===== src/source/uart_bridge_pkg.sv =====
`default_nettype none

package uart_bridge_pkg;

  localparam int pkt_bytes  = 5;
  localparam int word_width = 32;

  // UART register map, relative to the base address
  localparam logic [31:0] rx_offset   = 32'h0;
  localparam logic [31:0] tx_offset   = 32'h4;
  localparam logic [31:0] stat_offset = 32'h8;

  // First received byte lands in bits 7:0
  typedef struct packed
  {
    logic [word_width-1:0] data;
    logic [5:0]            addr7to2;
    logic                  wr_not_rd;
    logic                  port;
  } uart_pkt_s;

  typedef enum logic [3:0]
  {
    e_reset,
    e_ready,
    e_poll_check,
    e_poll_send,
    e_poll_recv,
    e_req_send,
    e_req_wait,
    e_tx_send,
    e_tx_drain
  } bridge_state_e;

endpackage

`default_nettype wire


===== src/source/axil_cmd_if.sv =====
`default_nettype none
`timescale 1ns/1ns

interface axil_cmd_if
  import uart_bridge_pkg::*;
#(
  parameter int addr_width = 32
) ();

  // Command channel
  logic                  cmd_v;
  logic                  cmd_w;
  logic [addr_width-1:0] cmd_addr;
  logic [word_width-1:0] cmd_data;
  logic                  cmd_ready;

  // Response channel, writes return zero data
  logic                  resp_v;
  logic [word_width-1:0] resp_data;
  logic                  resp_ready;

  modport ctrl (
    output cmd_v, cmd_w, cmd_addr, cmd_data, resp_ready,
    input  cmd_ready, resp_v, resp_data
  );

  modport master (
    input  cmd_v, cmd_w, cmd_addr, cmd_data, resp_ready,
    output cmd_ready, resp_v, resp_data
  );

endinterface

`default_nettype wire


===== src/source/axil_master.sv =====
`default_nettype none
`timescale 1ns/1ns

module axil_master
  import uart_bridge_pkg::*;
#(
  parameter int addr_width = 32
) (
  input  logic                      clk_i,
  input  logic                      reset_i,
  axil_cmd_if.master                cmd,

  output logic [addr_width-1:0]     awaddr_o,
  output logic [2:0]                awprot_o,
  output logic                      awvalid_o,
  input  logic                      awready_i,

  output logic [word_width-1:0]     wdata_o,
  output logic [word_width/8-1:0]   wstrb_o,
  output logic                      wvalid_o,
  input  logic                      wready_i,

  input  logic [1:0]                bresp_i,
  input  logic                      bvalid_i,
  output logic                      bready_o,

  output logic [addr_width-1:0]     araddr_o,
  output logic [2:0]                arprot_o,
  output logic                      arvalid_o,
  input  logic                      arready_i,

  input  logic [word_width-1:0]     rdata_i,
  input  logic [1:0]                rresp_i,
  input  logic                      rvalid_i,
  output logic                      rready_o
);

  logic                  wr_active_r;
  logic                  rd_active_r;
  logic                  awvalid_r;
  logic                  wvalid_r;
  logic                  arvalid_r;
  logic                  resp_v_r;
  logic [addr_width-1:0] addr_r;
  logic [word_width-1:0] data_r;
  logic [word_width-1:0] resp_data_r;
  logic                  cmd_fire;
  logic                  b_fire;
  logic                  r_fire;

  // One transaction in flight, busy until the response is taken
  assign cmd.cmd_ready = ~wr_active_r & ~rd_active_r;
  assign cmd_fire      = cmd.cmd_v & cmd.cmd_ready;

  assign bready_o = wr_active_r & ~awvalid_r & ~wvalid_r & ~resp_v_r;
  assign rready_o = rd_active_r & ~arvalid_r & ~resp_v_r;
  assign b_fire   = bvalid_i & bready_o;
  assign r_fire   = rvalid_i & rready_o;

  assign awaddr_o  = addr_r;
  assign araddr_o  = addr_r;
  assign wdata_o   = data_r;
  assign awvalid_o = awvalid_r;
  assign wvalid_o  = wvalid_r;
  assign arvalid_o = arvalid_r;
  assign wstrb_o   = '1;
  assign awprot_o  = 3'b000;
  assign arprot_o  = 3'b000;

  assign cmd.resp_v    = resp_v_r;
  assign cmd.resp_data = resp_data_r;

  always_ff @(posedge clk_i)
  begin
    if (reset_i)
    begin
      wr_active_r <= 1'b0;
      rd_active_r <= 1'b0;
      awvalid_r   <= 1'b0;
      wvalid_r    <= 1'b0;
      arvalid_r   <= 1'b0;
      resp_v_r    <= 1'b0;
    end
    else
    begin
      if (cmd_fire)
      begin
        wr_active_r <= cmd.cmd_w;
        rd_active_r <= ~cmd.cmd_w;
        awvalid_r   <= cmd.cmd_w;
        wvalid_r    <= cmd.cmd_w;
        arvalid_r   <= ~cmd.cmd_w;
      end
      else
      begin
        // aw and w complete independently
        if (awready_i)
          awvalid_r <= 1'b0;
        if (wready_i)
          wvalid_r <= 1'b0;
        if (arready_i)
          arvalid_r <= 1'b0;
        if (resp_v_r & cmd.resp_ready)
        begin
          wr_active_r <= 1'b0;
          rd_active_r <= 1'b0;
        end
      end
      if (b_fire | r_fire)
        resp_v_r <= 1'b1;
      else if (cmd.resp_ready)
        resp_v_r <= 1'b0;
    end
  end

  always_ff @(posedge clk_i)
  begin
    if (cmd_fire)
    begin
      addr_r <= cmd.cmd_addr;
      data_r <= cmd.cmd_data;
    end
    if (b_fire)
      resp_data_r <= '0;
    else if (r_fire)
      resp_data_r <= rdata_i;
  end

  assert property (@(posedge clk_i) disable iff (reset_i)
    awvalid_o && !awready_i |=> awvalid_o && $stable(awaddr_o));
  assert property (@(posedge clk_i) disable iff (reset_i)
    wvalid_o && !wready_i |=> wvalid_o && $stable(wdata_o));
  assert property (@(posedge clk_i) disable iff (reset_i)
    arvalid_o && !arready_i |=> arvalid_o && $stable(araddr_o));
  assert property (@(posedge clk_i) disable iff (reset_i)
    !((awvalid_o || wvalid_o || bready_o) && (arvalid_o || rready_o)));

endmodule

`default_nettype wire


===== src/source/bridge_ctrl.sv =====
`default_nettype none
`timescale 1ns/1ns

module bridge_ctrl
  import uart_bridge_pkg::*;
#(
  parameter logic [31:0] uart_base_addr = 32'h0
) (
  input  logic    clk_i,
  input  logic    reset_i,
  axil_cmd_if.ctrl m_cmd,
  axil_cmd_if.ctrl gp0_cmd
);

  localparam int m_aw   = $bits(m_cmd.cmd_addr);
  localparam int gp0_aw = $bits(gp0_cmd.cmd_addr);

  localparam logic [31:0] rx_addr   = uart_base_addr + rx_offset;
  localparam logic [31:0] tx_addr   = uart_base_addr + tx_offset;
  localparam logic [31:0] stat_addr = uart_base_addr + stat_offset;

  bridge_state_e         state_r;
  bridge_state_e         state_n;
  uart_pkt_s             pkt;
  logic                  pkt_v;
  logic                  pkt_yumi;
  logic                  rx_v;
  logic                  rx_ready;
  logic                  tx_word_v;
  logic                  tx_word_ready;
  logic [7:0]            tx_byte;
  logic                  tx_byte_v;
  logic                  tx_byte_yumi;
  logic [word_width-1:0] gp0_addr;

  pkt_deserializer u_deser (
    .clk_i      (clk_i),
    .reset_i    (reset_i),
    .byte_i     (m_cmd.resp_data[7:0]),
    .byte_v_i   (rx_v),
    .ready_o    (rx_ready),
    .pkt_o      (pkt),
    .pkt_v_o    (pkt_v),
    .pkt_yumi_i (pkt_yumi)
  );

  word_serializer u_ser (
    .clk_i        (clk_i),
    .reset_i      (reset_i),
    .word_i       (gp0_cmd.resp_data),
    .word_v_i     (tx_word_v),
    .word_ready_o (tx_word_ready),
    .byte_o       (tx_byte),
    .byte_v_o     (tx_byte_v),
    .byte_yumi_i  (tx_byte_yumi)
  );

  // Word address to byte address
  assign gp0_addr = word_width'({pkt.addr7to2, 2'b00});

  always_comb
  begin
    state_n = state_r;

    m_cmd.cmd_v      = 1'b0;
    m_cmd.cmd_w      = 1'b0;
    m_cmd.cmd_addr   = stat_addr[m_aw-1:0];
    m_cmd.cmd_data   = {{(word_width-8){1'b0}}, tx_byte};
    m_cmd.resp_ready = 1'b0;

    gp0_cmd.cmd_v      = 1'b0;
    gp0_cmd.cmd_w      = pkt.wr_not_rd;
    gp0_cmd.cmd_addr   = gp0_addr[gp0_aw-1:0];
    gp0_cmd.cmd_data   = pkt.data;
    gp0_cmd.resp_ready = 1'b0;

    rx_v         = 1'b0;
    pkt_yumi     = 1'b0;
    tx_word_v    = 1'b0;
    tx_byte_yumi = 1'b0;

    case (state_r)
      e_reset:
        state_n = e_ready;
      // Run a pending packet, otherwise poll STAT
      e_ready:
      begin
        m_cmd.cmd_v = ~pkt_v;
        if (pkt_v)
          state_n = e_req_send;
        else if (m_cmd.cmd_ready)
          state_n = e_poll_check;
      end
      e_poll_check:
      begin
        m_cmd.resp_ready = 1'b1;
        if (m_cmd.resp_v)
          state_n = m_cmd.resp_data[0] ? e_poll_send : e_ready;
      end
      e_poll_send:
      begin
        m_cmd.cmd_v    = 1'b1;
        m_cmd.cmd_addr = rx_addr[m_aw-1:0];
        if (m_cmd.cmd_ready)
          state_n = e_poll_recv;
      end
      e_poll_recv:
      begin
        rx_v             = m_cmd.resp_v;
        m_cmd.resp_ready = rx_ready;
        if (m_cmd.resp_v & rx_ready)
          state_n = e_ready;
      end
      e_req_send:
      begin
        gp0_cmd.cmd_v = 1'b1;
        if (gp0_cmd.cmd_ready)
          state_n = e_req_wait;
      end
      // Read data goes to the serializer in the same cycle the packet is dropped
      e_req_wait:
      begin
        tx_word_v          = gp0_cmd.resp_v & ~pkt.wr_not_rd;
        gp0_cmd.resp_ready = pkt.wr_not_rd | tx_word_ready;
        pkt_yumi           = gp0_cmd.resp_v & gp0_cmd.resp_ready;
        if (pkt_yumi)
          state_n = pkt.wr_not_rd ? e_ready : e_tx_send;
      end
      e_tx_send:
      begin
        m_cmd.cmd_v    = tx_byte_v;
        m_cmd.cmd_w    = 1'b1;
        m_cmd.cmd_addr = tx_addr[m_aw-1:0];
        tx_byte_yumi   = tx_byte_v & m_cmd.cmd_ready;
        if (tx_byte_yumi)
          state_n = e_tx_drain;
      end
      e_tx_drain:
      begin
        m_cmd.resp_ready = 1'b1;
        if (m_cmd.resp_v)
          state_n = tx_byte_v ? e_tx_send : e_ready;
      end
      default:
        state_n = e_ready;
    endcase
  end

  always_ff @(posedge clk_i)
  begin
    if (reset_i)
      state_r <= e_reset;
    else
      state_r <= state_n;
  end

  // Held packet drops only after a cycle with the gp0 response valid
  assert property (@(posedge clk_i) disable iff (reset_i)
    $fell(pkt_v) |-> $past(gp0_cmd.resp_v));
  assert property (@(posedge clk_i) disable iff (reset_i)
    gp0_cmd.resp_v |-> state_r == e_req_wait);

endmodule

`default_nettype wire


===== src/source/pkt_deserializer.sv =====
`default_nettype none
`timescale 1ns/1ns

module pkt_deserializer
  import uart_bridge_pkg::*;
(
  input  logic       clk_i,
  input  logic       reset_i,
  input  logic [7:0] byte_i,
  input  logic       byte_v_i,
  output logic       ready_o,
  output uart_pkt_s  pkt_o,
  output logic       pkt_v_o,
  input  logic       pkt_yumi_i
);

  localparam int count_width = $clog2(pkt_bytes);

  logic [pkt_bytes*8-1:0]  shift_r;
  logic [count_width-1:0]  count_r;
  logic                    pkt_v_r;
  logic                    byte_fire;

  // No new bytes while a full packet is held
  assign ready_o   = ~pkt_v_r;
  assign byte_fire = byte_v_i & ready_o;
  assign pkt_o     = uart_pkt_s'(shift_r);
  assign pkt_v_o   = pkt_v_r;

  always_ff @(posedge clk_i)
  begin
    if (reset_i)
    begin
      count_r <= '0;
      pkt_v_r <= 1'b0;
    end
    else if (byte_fire)
    begin
      if (count_r == count_width'(pkt_bytes - 1))
      begin
        count_r <= '0;
        pkt_v_r <= 1'b1;
      end
      else
        count_r <= count_r + 1'b1;
    end
    else if (pkt_yumi_i)
      pkt_v_r <= 1'b0;
  end

  // Shift in from the top so the first byte ends up lowest
  always_ff @(posedge clk_i)
  begin
    if (byte_fire)
      shift_r <= {byte_i, shift_r[pkt_bytes*8-1:8]};
  end

  assert property (@(posedge clk_i) disable iff (reset_i) pkt_yumi_i |-> pkt_v_o);

endmodule

`default_nettype wire


===== src/source/uart_axil_bridge.sv =====
`default_nettype none
`timescale 1ns/1ns

module uart_axil_bridge
  import uart_bridge_pkg::*;
#(
  parameter int          m_addr_width   = 32,
  parameter int          gp0_addr_width = 32,
  parameter logic [31:0] uart_base_addr = 32'h0
) (
  input  logic                        clk_i,
  input  logic                        reset_i,

  output logic [m_addr_width-1:0]     m_axil_awaddr_o,
  output logic [2:0]                  m_axil_awprot_o,
  output logic                        m_axil_awvalid_o,
  input  logic                        m_axil_awready_i,
  output logic [word_width-1:0]       m_axil_wdata_o,
  output logic [word_width/8-1:0]     m_axil_wstrb_o,
  output logic                        m_axil_wvalid_o,
  input  logic                        m_axil_wready_i,
  input  logic [1:0]                  m_axil_bresp_i,
  input  logic                        m_axil_bvalid_i,
  output logic                        m_axil_bready_o,
  output logic [m_addr_width-1:0]     m_axil_araddr_o,
  output logic [2:0]                  m_axil_arprot_o,
  output logic                        m_axil_arvalid_o,
  input  logic                        m_axil_arready_i,
  input  logic [word_width-1:0]       m_axil_rdata_i,
  input  logic [1:0]                  m_axil_rresp_i,
  input  logic                        m_axil_rvalid_i,
  output logic                        m_axil_rready_o,

  output logic [gp0_addr_width-1:0]   gp0_axil_awaddr_o,
  output logic [2:0]                  gp0_axil_awprot_o,
  output logic                        gp0_axil_awvalid_o,
  input  logic                        gp0_axil_awready_i,
  output logic [word_width-1:0]       gp0_axil_wdata_o,
  output logic [word_width/8-1:0]     gp0_axil_wstrb_o,
  output logic                        gp0_axil_wvalid_o,
  input  logic                        gp0_axil_wready_i,
  input  logic [1:0]                  gp0_axil_bresp_i,
  input  logic                        gp0_axil_bvalid_i,
  output logic                        gp0_axil_bready_o,
  output logic [gp0_addr_width-1:0]   gp0_axil_araddr_o,
  output logic [2:0]                  gp0_axil_arprot_o,
  output logic                        gp0_axil_arvalid_o,
  input  logic                        gp0_axil_arready_i,
  input  logic [word_width-1:0]       gp0_axil_rdata_i,
  input  logic [1:0]                  gp0_axil_rresp_i,
  input  logic                        gp0_axil_rvalid_i,
  output logic                        gp0_axil_rready_o
);

  axil_cmd_if #(.addr_width(m_addr_width))   m_cmd ();
  axil_cmd_if #(.addr_width(gp0_addr_width)) gp0_cmd ();

  // UART register port
  axil_master #(.addr_width(m_addr_width)) u_m_master (
    .clk_i (clk_i), .reset_i (reset_i), .cmd (m_cmd.master),
    .awaddr_o (m_axil_awaddr_o), .awprot_o (m_axil_awprot_o),
    .awvalid_o (m_axil_awvalid_o), .awready_i (m_axil_awready_i),
    .wdata_o (m_axil_wdata_o), .wstrb_o (m_axil_wstrb_o),
    .wvalid_o (m_axil_wvalid_o), .wready_i (m_axil_wready_i),
    .bresp_i (m_axil_bresp_i), .bvalid_i (m_axil_bvalid_i), .bready_o (m_axil_bready_o),
    .araddr_o (m_axil_araddr_o), .arprot_o (m_axil_arprot_o),
    .arvalid_o (m_axil_arvalid_o), .arready_i (m_axil_arready_i),
    .rdata_i (m_axil_rdata_i), .rresp_i (m_axil_rresp_i),
    .rvalid_i (m_axil_rvalid_i), .rready_o (m_axil_rready_o)
  );

  // Target port for host commands
  axil_master #(.addr_width(gp0_addr_width)) u_gp0_master (
    .clk_i (clk_i), .reset_i (reset_i), .cmd (gp0_cmd.master),
    .awaddr_o (gp0_axil_awaddr_o), .awprot_o (gp0_axil_awprot_o),
    .awvalid_o (gp0_axil_awvalid_o), .awready_i (gp0_axil_awready_i),
    .wdata_o (gp0_axil_wdata_o), .wstrb_o (gp0_axil_wstrb_o),
    .wvalid_o (gp0_axil_wvalid_o), .wready_i (gp0_axil_wready_i),
    .bresp_i (gp0_axil_bresp_i), .bvalid_i (gp0_axil_bvalid_i),
    .bready_o (gp0_axil_bready_o),
    .araddr_o (gp0_axil_araddr_o), .arprot_o (gp0_axil_arprot_o),
    .arvalid_o (gp0_axil_arvalid_o), .arready_i (gp0_axil_arready_i),
    .rdata_i (gp0_axil_rdata_i), .rresp_i (gp0_axil_rresp_i),
    .rvalid_i (gp0_axil_rvalid_i), .rready_o (gp0_axil_rready_o)
  );

  bridge_ctrl #(.uart_base_addr(uart_base_addr)) u_ctrl (
    .clk_i   (clk_i),
    .reset_i (reset_i),
    .m_cmd   (m_cmd.ctrl),
    .gp0_cmd (gp0_cmd.ctrl)
  );

endmodule

`default_nettype wire


===== src/source/word_serializer.sv =====
`default_nettype none
`timescale 1ns/1ns

module word_serializer
  import uart_bridge_pkg::*;
(
  input  logic                  clk_i,
  input  logic                  reset_i,
  input  logic [word_width-1:0] word_i,
  input  logic                  word_v_i,
  output logic                  word_ready_o,
  output logic [7:0]            byte_o,
  output logic                  byte_v_o,
  input  logic                  byte_yumi_i
);

  localparam int word_bytes  = word_width / 8;
  localparam int count_width = $clog2(word_bytes + 1);

  logic [word_width-1:0]  shift_r;
  logic [count_width-1:0] remain_r;
  logic                   load;

  assign word_ready_o = (remain_r == '0);
  assign byte_v_o     = (remain_r != '0);
  assign byte_o       = shift_r[7:0];
  assign load         = word_v_i & word_ready_o;

  always_ff @(posedge clk_i)
  begin
    if (reset_i)
      remain_r <= '0;
    else if (load)
      remain_r <= count_width'(word_bytes);
    else if (byte_yumi_i & byte_v_o)
      remain_r <= remain_r - 1'b1;
  end

  // Least significant byte goes out first
  always_ff @(posedge clk_i)
  begin
    if (load)
      shift_r <= word_i;
    else if (byte_yumi_i & byte_v_o)
      shift_r <= {8'h00, shift_r[word_width-1:8]};
  end

  // Serializer must not be reloaded or popped past empty by the controller
  assert property (@(posedge clk_i) disable iff (reset_i) byte_yumi_i |-> byte_v_o);

endmodule

`default_nettype wire


===== config.mk =====
export PLATFORM = sky130hd
export DESIGN_NAME = uart_axil_bridge
export DESIGN_NICKNAME = d
export VERILOG_FILES = /design/src/source/uart_bridge_pkg.sv /design/src/source/axil_cmd_if.sv /design/src/source/axil_master.sv /design/src/source/bridge_ctrl.sv /design/src/source/pkt_deserializer.sv /design/src/source/uart_axil_bridge.sv /design/src/source/word_serializer.sv
export SDC_FILE = /design/constraint.sdc
export NUM_CORES = 1
export LEC_CHECK = 0
export BUFFER_PORTS_ARGS = -buffer_cell sky130_fd_sc_hd__buf_4
export CAP_MARGIN = 20
export CORE_ASPECT_RATIO = 0.6
export CORE_MARGIN = 2
export CORE_UTILIZATION = 39
export DETAILED_ROUTE_END_ITERATION = 12
export GPL_ROUTABILITY_DRIVEN = 0
export PLACE_DENSITY = 0.69
export SLEW_MARGIN = 20
export SYNTH_ARGS = -nofsm -noshare
export SYNTH_HDL_FRONTEND = slang
export SYNTH_SLANG_ARGS = --single-unit

===== constraint.sdc =====
create_clock -name clk_i -period 2.25 [get_ports clk_i]
set_input_delay 0.45 -clock clk_i [delete_from_list [all_inputs] [get_ports clk_i]]
set_output_delay 0.45 -clock clk_i [all_outputs]
set_load 0.01 [all_outputs]

==> results of run 1 <==
==> flip-flops by register name, summed over array words and instances, names as in the netlist, 2 cells and up <==
signal and flops:
u_m_master.araddr_o 2, u_gp0_master.wdata_o 32, u_gp0_master.araddr_o 6, u_ctrl.u_deser.pkt_o 39
u_gp0_master.cmd.resp_data 32, u_ctrl.u_ser.shift_r 32, u_ctrl.state_r 4, u_m_master.wdata_o 8
u_ctrl.u_deser.count_r 3, u_m_master.cmd.resp_data 8, u_ctrl.u_ser.remain_r 3
==> metal layers <==
metal / global-route usage / up-vias
met5: 0 / -
met4: 0.04603 / 0
met3: 0.03754 / 10
met2: 0.1869 / 135
met1: 0.1855 / 2143
li1: - / 2175
==> through the flow <==
stage	utilization	cells	area [um^2]
floorplan	-	812	8412
global route	0.4546	1061	9032
CTS	0.4545	1061	9031
detailed placement	0.4251	1029	8447
global placement	0.4251	1029	8447
finish	0.4546	1061	9032
==> cells by family after synthesis <==
kind of cell | count (synthesis) | share of synthesized area
flops | 182 | 0.6174
buf+inv | 197 | 0.1775
compound gates | 86 | 0.06407
simple gates | 160 | 0.09570
other cells | 2 | 0.0009590
mux | 25 | 0.03579
xor+xnor | 2 | 0.002237
fa+ha+maj | 4 | 0.006391
==> cell type report <==
type | count | area (um^2) | area share
sequential | 182 | 4836 | 0.5354
multi-input combinational | 433 | 2187 | 0.2421
timing repair buffer | 131 | 1046 | 0.1158
clock buffer | 17 | 425.4 | 0.04710
tap | 273 | 341.6 | 0.03782
clock inverter | 15 | 158.9 | 0.01759
inverter | 10 | 37.54 | 0.004156
==> power by group <==
group	switching (mW)	total (mW)	internal, mW
Sequential	0.243	4.25	4.01
Combinational	0.772	1.35	0.578
Clock	1.33	2.90	1.57
==> worst register-to-register path, cell delays in order, from the launching register on <==
cell and delay [ns]:
dfxtp_1 0.46, nand2_1 0.12, nor4_1 0.27, and3_1 0.26, buf_12 0.22, inv_2 0.08, nand2_2 0.08, buf_12 0.21
==> path summary, 6_finish.rpt <==
path                                          to
hold / removal    u_gp0_master.cmd.resp_data[11]
hold reg to reg         u_gp0_master.araddr_o[3]
setup / recovery        u_ctrl.u_ser.shift_r[15]
setup reg to reg        u_ctrl.u_ser.shift_r[15]
==> Yosys cell counts, types with 2 or more instances <==
master,instances
buf_2,13
nand2_1,93
a311oi_1,2
buf_4,165
conb_1,2
buf_6,2
edfxtp_1,119
a211oi_1,3
nand2b_1,3
inv_1,8
mux2_1,19
a21oi_1,58
dfxtp_1,63
nor2b_1,4
o31ai_1,3
and2_1,12
inv_2,2
o21ai_1,2
a31oi_1,4
or3b_1,3
nor4b_1,2
nand3_1,3
nor2_1,22
o21ai_0,3
ha_1,4
o21a_1,2
clkbuf_1,7
nor3_1,4
nor3b_1,2
mux2_2,5
nand3b_1,5
==> results.ini, run 1 <==
[pwr]
power.total_mw = 8.507
p_leak_nw = 3.543
ir_drop_mv = 0.5162
power_density_nw_per_um2 = 941.8

[cts]
cts.clk_slew.worst_paths_ns = 0.07
numClockSinks = 182
cts_tree = yes
post_cts.repair.setup_buffers = 0
clock_latency_ns = 0.42
ctsResizeCount = 0
numCtsBuffers = 17
clock_path_buffers = 2
ctsHoldBuffers = 0
cts-root-buf = clkbuf_16
cts_max_level = 4

[detailed_routing]
wl_mm = 13.90
drtIter0Drc = 340
drcViolationCount = 0
wl_per_cell_um = 13.10
m1WireLength_mm = 6.885
wl_met3_um = 844
top_layer = met4
drtAntennaViolNets = 0
wl_met2_mm = 6.041
first_pass_iters = 4
via_per_inst = 4.206
num_vias = 4463

[setup_path]
worstPathRequired_ns = 2.36
critPathMostFrequentCell = buf_12
arrival_ns = 2.14
r2r_setup_slack_ns = 0.23
cp_max_fo = 35
crit_family = simple AND/OR/NAND/NOR gates
worst-path-buf-inv = 3
critPathLaunch = u_ctrl.state_r[1]
worst-setup-path-type = flop to flop
r2r_cells = 7
cp_num_cells = 7
r2r_start = u_ctrl.state_r[1]
worst_setup_path_end_kind = flop
cp_slowest_cell = dfxtp_1
crit_path_max_incr_delay_ns = 0.46
crit_chain = nand2_1 -> nor4_1 -> and3_1 -> buf_12 -> inv_2 -> nand2_2 -> buf_12
start_kind = flop

[job]
drv_cap = 0

[synth]
yosys_register_bits = 182
synthArstFlopShare = 0
yosysSeqAreaShare = 0.6174
netlist_area_um2 = 7831
yosysWarnings = 0
synth-edff-count = 119
synthFlopType = edfxtp_1
yosys-top-cells-area = edfxtp_1, dfxtp_1, buf_4
synthDistinctLibCells = 50
synth_top_area_cell = edfxtp_1
avgSynthCellArea_um2 = 11.90
synthCells = 658
yosysTopAreaCellShare = 0.4563

[floorplanning]
die-area_um2 = 21270
die_y_um = 113.8
rows = 40
start_util = 0.3941
die_w_um = 186.9
core_um2 = 19870
io_pins = 306

[global_route]
grt_max_degree = 40
grt_pass1_vias = 4049
grt_pass1_wl_mm = 21.21
grt_overflow = 0
grtUsageTotal = 0.1294
antenna_found_initial = 0

[hold_path]
min_from = gp0_axil_rdata_i[11]
holdPathStages = 3
hp-class = primary input to flop

[timing]
fin_ws_ns = 0.2270
hold_violations = 0
max_freq_mhz = 494.3
hold_slack_ns = 0.2703
slew_headroom = 0.6551
setup-violations-final = 0
finalMaxSlewViolations = 0
period_minus_slack_ns = 2.023
rsz0062_at_grt = no
fin_worst_skew_ns = 0.007437
fin_setup_tns_ns = 0
tightest_slew_ns = 0.5162
fin_crit_sh = 0.8991

[final_layout]
final_common_cell = conb_1
diodes = 0
drive_gt1_frac = 0.2221
nets = 863
fillers = 1887
layout_common_cells = conb_1, buf_4, edfxtp_1
area_delta_synth_final_pct = 15.34

[placed_design]
dp_hpwl_mm = 9.710
dp_slack_ns = 0.1983
port_buffers = 117

[outcome]
outcome = finished, final reports clean

(Power assumes the default switching activity.)
==> run 2, diff against run 1 <==
- BUFFER_PORTS_ARGS: -buffer_cell sky130_fd_sc_hd__buf_4 -> default
- DONT_BUFFER_PORTS: default -> 1
- MAX_ROUTING_LAYER: default -> met4
- PLACE_DENSITY: 0.69 -> default
- RECOVER_POWER: default -> 25
==> results.ini, run 2 (synthesis results as in run 1) <==
[outcome]
outcome = finished, final reports clean

[final_layout]
largest_register_ffs = 39
final_core_util = 0.4125
final_cell_count_no_fill = 949
finalInstanceArea_um2 = 8195
area_delta_synth_final_pct = 4.649
final_common_cell = conb_1
fillers = 1928
layout_common_cells = conb_1, edfxtp_1, nand2_1
nets = 751
drive_gt1_frac = 0.09024
diodes = 0

[setup_path]
worst-path-buf-inv = 2
cp_max_fo = 39
worstPathRequired_ns = 2.36
start_kind = flop
cp_slowest_cell = dfxtp_1
arrival_ns = 2.12
crit_family = simple AND/OR/NAND/NOR gates
crit_path_max_incr_delay_ns = 0.59
crit_chain = nand2b_1 -> or4_1 -> inv_2 -> buf_12
worst-setup-path-type = flop to flop
worst_setup_path_end_kind = flop

[cts]
ctsHoldBuffers = 0
cts_max_level = 4
clock_path_buffers = 2
cts-root-buf = clkbuf_16
clock_latency_ns = 0.43
post_cts.repair.setup_buffers = 0
cts_tree = yes
numClockSinks = 182
cts.clk_slew.worst_paths_ns = 0.06
ctsResizeCount = 0
numCtsBuffers = 17

[detailed_routing]
drtIter0Drc = 310
first_pass_iters = 4
wl_mm = 13.36
drtAntennaViolNets = 0
via_per_inst = 4.259
num_vias = 4042
drcViolationCount = 0
wl_per_cell_um = 14.08

[global_route]
grt_pass1_vias = 3562
grt_max_degree = 40
grtUsageTotal = 0.1312
antenna_found_initial = 0
grt_pass1_wl_mm = 20.29
grt_overflow = 0

[floorplanning]
io_pins = 306
die_w_um = 186.9
core_um2 = 19870
die-area_um2 = 21270
die_y_um = 113.8
rows = 40
start_util = 0.3941

[pwr]
power_density_nw_per_um2 = 1010
p_sw_mw = 2.239
internal_power_mw = 6.036
sw_frac_of_total = 0.2706
power.total_mw = 8.275
p_seq_frac = 0.523
p_clk_frac = 0.352
combPwrFrac = 0.126
p_leak_nw = 3.013
ir_drop_mv = 0.5360

[job]
drv_cap = 0

[placed_design]
dp_hpwl_mm = 9.216
place_inst = 917
place_area_um2 = 7606
port_buffers = 0
dp_slack_ns = 0.2565

[timing]
setup-violations-final = 0
hold_slack_ns = 0.09693
rsz0062_at_grt = no
period_minus_slack_ns = 2.013
fin_crit_sh = 0.8946
max_freq_mhz = 496.8
hold_violations = 0
slew_headroom = 0.6247
fin_worst_skew_ns = 0.01621
fin_setup_tns_ns = 0
fin_ws_ns = 0.2372
finalMaxSlewViolations = 0
tightest_slew_ns = 0.5586

[hold_path]
hp-class = primary input to flop

==> run 2: changes by cell type in the layout (fill, tap and decap cells not counted), moves of 2 or more <==
cell | previous run | this run
clkbuf_1 | 0 | 2
clkinv_2 | 0 | 2
clkbuf_16 | 17 | 20
buf_4 | 126 | 14
clkinv_4 | 0 | 3
clkinvlp_4 | 3 | 1
inv_6 | 6 | 3
inv_8 | 3 | 1
==> run 2: power by group through the flow <==
stage          clock [mW]  sequential [mW]  combinational, mW
3_3_place_gp            0             4.39               1.02
2_1_floorplan           0             4.29               1.01
5_1_grt              3.15             4.38               1.17
4_1_cts              3.01             4.33               1.04
3_5_place_dp            0             4.41               1.04
6_report             2.91             4.33               1.04
==> run 2: final timing paths <==
| path | end | depth (start not counted) | slack, ns | start |
|---|---|---|---|---|
| max reg2reg | u_gp0_master.wdata_o[7] | 4 | 0.24 | u_ctrl.state_r[0] |
| max | u_gp0_master.wdata_o[7] | 4 | 0.24 | u_ctrl.state_r[0] |
| min reg2reg | u_gp0_master.araddr_o[3] | 0 | 0.42 | u_ctrl.u_deser.pkt_o[3] |
| min | u_ctrl.state_r[0] | 1 | 0.1 | reset_i |
==> run 2: metal layers <==
layer  wire [um]  vias to the layer above  GRT usage
li1            -                     1967          -
met1        6958                     1906     0.1895
met2        5509                      159     0.1705
met3         782                       10    0.03785
met4         112                        0    0.05291
met5           0                        -          -
==> run 2: area by class of cell <==
cell class	instances	area, um^2	area share
clock buffers	22	508.0	0.06198
clock inverters	10	81.33	0.009924
inverters	10	37.54	0.004580
multi-input cells	433	2187	0.2669
flip-flops and latches	182	4835	0.5899
well taps	273	341.6	0.04168
repair buffers	19	205.2	0.02504
==> run 2: worst reg2reg max path, stage by stage, from the launching register on <==
cell and delay, ns:
dfxtp_1 0.59, nand2b_1 0.16, or4_1 0.57, inv_2 0.12
buf_12 0.22
==> run 3, diff against run 2 <==
- clock period: 2.25 -> 2.6 ns (I/O delays scaled with it)
==> results.ini, run 3 (synthesis results as in run 1) <==
[final_layout]
finalInstanceArea_um2 = 8098
area_delta_synth_final_pct = 3.403
diodes = 0
layout_common_cells = conb_1, edfxtp_1, nand2_1
largest_register_ffs = 39
multi_input_area_um2 = 2185
nets = 743
drive_gt1_frac = 0.07635
final_common_cell = conb_1
final_cell_count_no_fill = 941
fillers = 1929
seq_area_um2 = 4835

[cts]
clock_path_buffers = 2
ctsResizeCount = 0
post_cts.repair.setup_buffers = 0
numCtsBuffers = 17
cts.clk_slew.worst_paths_ns = 0.07
cts-root-buf = clkbuf_16
clock_latency_ns = 0.43
cts_tree = yes
numClockSinks = 182
cts_max_level = 4
ctsHoldBuffers = 0

[floorplanning]
core_um2 = 19870
die_w_um = 186.9
die-area_um2 = 21270
io_pins = 306
die_y_um = 113.8
rows = 40
start_util = 0.3941

[setup_path]
critPathMostFrequentCell = buf_12
worst_setup_path_end_kind = flop
r2r_cells = 6
reg2reg_to = u_ctrl.u_ser.shift_r[5]
critPathLaunch = u_ctrl.state_r[0]
crit_chain = nor4_1 -> and3_1 -> buf_12 -> inv_2 -> nand2_1 -> buf_12
cp-endpoint = u_ctrl.u_ser.shift_r[5]
crit_path_max_incr_delay_ns = 0.45
arrival_ns = 2.19
cp_max_fo = 35
r2r_start = u_ctrl.state_r[0]
start_kind = flop
cp_num_cells = 6
r2r_setup_slack_ns = 0.52
crit_family = simple AND/OR/NAND/NOR gates
worst-setup-path-type = flop to flop
worst-path-buf-inv = 3
cp_slowest_cell = dfxtp_1
worstPathRequired_ns = 2.72

[outcome]
outcome = finished, final reports clean

[global_route]
grt_pass1_wl_mm = 19.70
grt_overflow = 0
grt_pass1_vias = 3399
grt_max_degree = 40
grtUsageTotal = 0.1273
antenna_found_initial = 0

[detailed_routing]
drtIter0Drc = 228
first_pass_iters = 4
m1WireLength_mm = 6.943
top_layer = met4
drtAntennaViolNets = 0
wl_met2_mm = 5.390
wl_met3_um = 760
wl_per_cell_um = 14.07
wl_mm = 13.24
num_vias = 3938
drcViolationCount = 0
via_per_inst = 4.185

[placed_design]
place_inst = 909
port_buffers = 0
place_area_um2 = 7531
dp_hpwl_mm = 8.869

[timing]
slew_headroom = 0.5292
fin_setup_tns_ns = 0
hold_violations = 0
period_minus_slack_ns = 2.078
setup-violations-final = 0
fin_worst_skew_ns = 0.01163
max_freq_mhz = 481.1
rsz0062_at_grt = no
fin_crit_sh = 0.7994
finalMaxSlewViolations = 0
tightest_slew_ns = 0.6963

[pwr]
p_leak_nw = 2.960
power_density_nw_per_um2 = 871.5
ir_drop_mv = 0.5172

[hold_path]
hp-class = primary input to flop

[job]
drv_cap = 0

[run 3: cell types whose count changed in the layout (fill, tap and decap cells not counted), moves of 2 or more]
cell       change
clkbuf_16      -3
inv_8          +2
clkbuf_1       -2
inv_6          +2
buf_4          -7
clkinv_1       +3
[run 3: area by class of cell]
cell class	count	area share
Clock inverter	15	0.01746
Inverter	10	0.004635
Clock buffer	17	0.05253
Multi-Input combinational cell	433	0.2698
Timing Repair Buffer	11	0.01638
Sequential cell	182	0.5970
Tap cell	273	0.04218
[run 3: through the flow]
step                      hold slack, ns  total power [mW]  setup WS (ns)    util
after global routing              0.1273             7.418         0.3524  0.4076
after CTS                         0.1271             7.150         0.4990  0.4076
after detailed placement          0.4066             4.637         0.5256  0.3790
after floorplan                   0.4003             4.592         0.2538       -
after global placement            0.4004             4.615         0.5372  0.3790
final                             0.1625             7.057         0.5216  0.4076
[run 3: worst reg2reg max path: stages (launching register included)]
cell and delay, ns:
dfxtp_1 0.45, nor4_1 0.42, and3_1 0.26, buf_12 0.23
inv_2 0.06, nand2_1 0.11, buf_12 0.23
[run 3: worst min-delay path by stage]
| stage | from | end | slack, ns | cells past startpoint |
|---|---|---|---|---|
| floorplan | u_ctrl.u_deser.pkt_o[2] | u_gp0_master.araddr_o[2] | 0.40 | 0 |
| global placement | u_ctrl.u_ser.shift_r[6] | u_m_master.wdata_o[6] | 0.40 | 0 |
| detailed placement | u_ctrl.u_ser.shift_r[6] | u_m_master.wdata_o[6] | 0.41 | 0 |
| CTS | reset_i | u_ctrl.u_ser.remain_r[1] | 0.13 | 1 |
| global route | reset_i | u_ctrl.u_ser.remain_r[1] | 0.13 | 1 |
| finish | reset_i | u_ctrl.u_ser.remain_r[1] | 0.16 | 1 |
[run 3: routing by layer]
| layer | GRT usage | vias to the layer above |
|---|---|---|
| li1 | - | 1924 |
| met1 | 0.1854 | 1830 |
| met2 | 0.1599 | 171 |
| met3 | 0.03723 | 13 |
| met4 | 0.05767 | 0 |
| met5 | - | - |
[run 3: power breakdown]
group          total (mW)  internal (mW)  switching, mW  leakage, nW
registers            3.75           3.48          0.273         1.57
logic               0.817          0.284          0.533         1.11
clock network        2.49           1.35           1.15        0.281
total                7.06           5.11           1.95         2.96
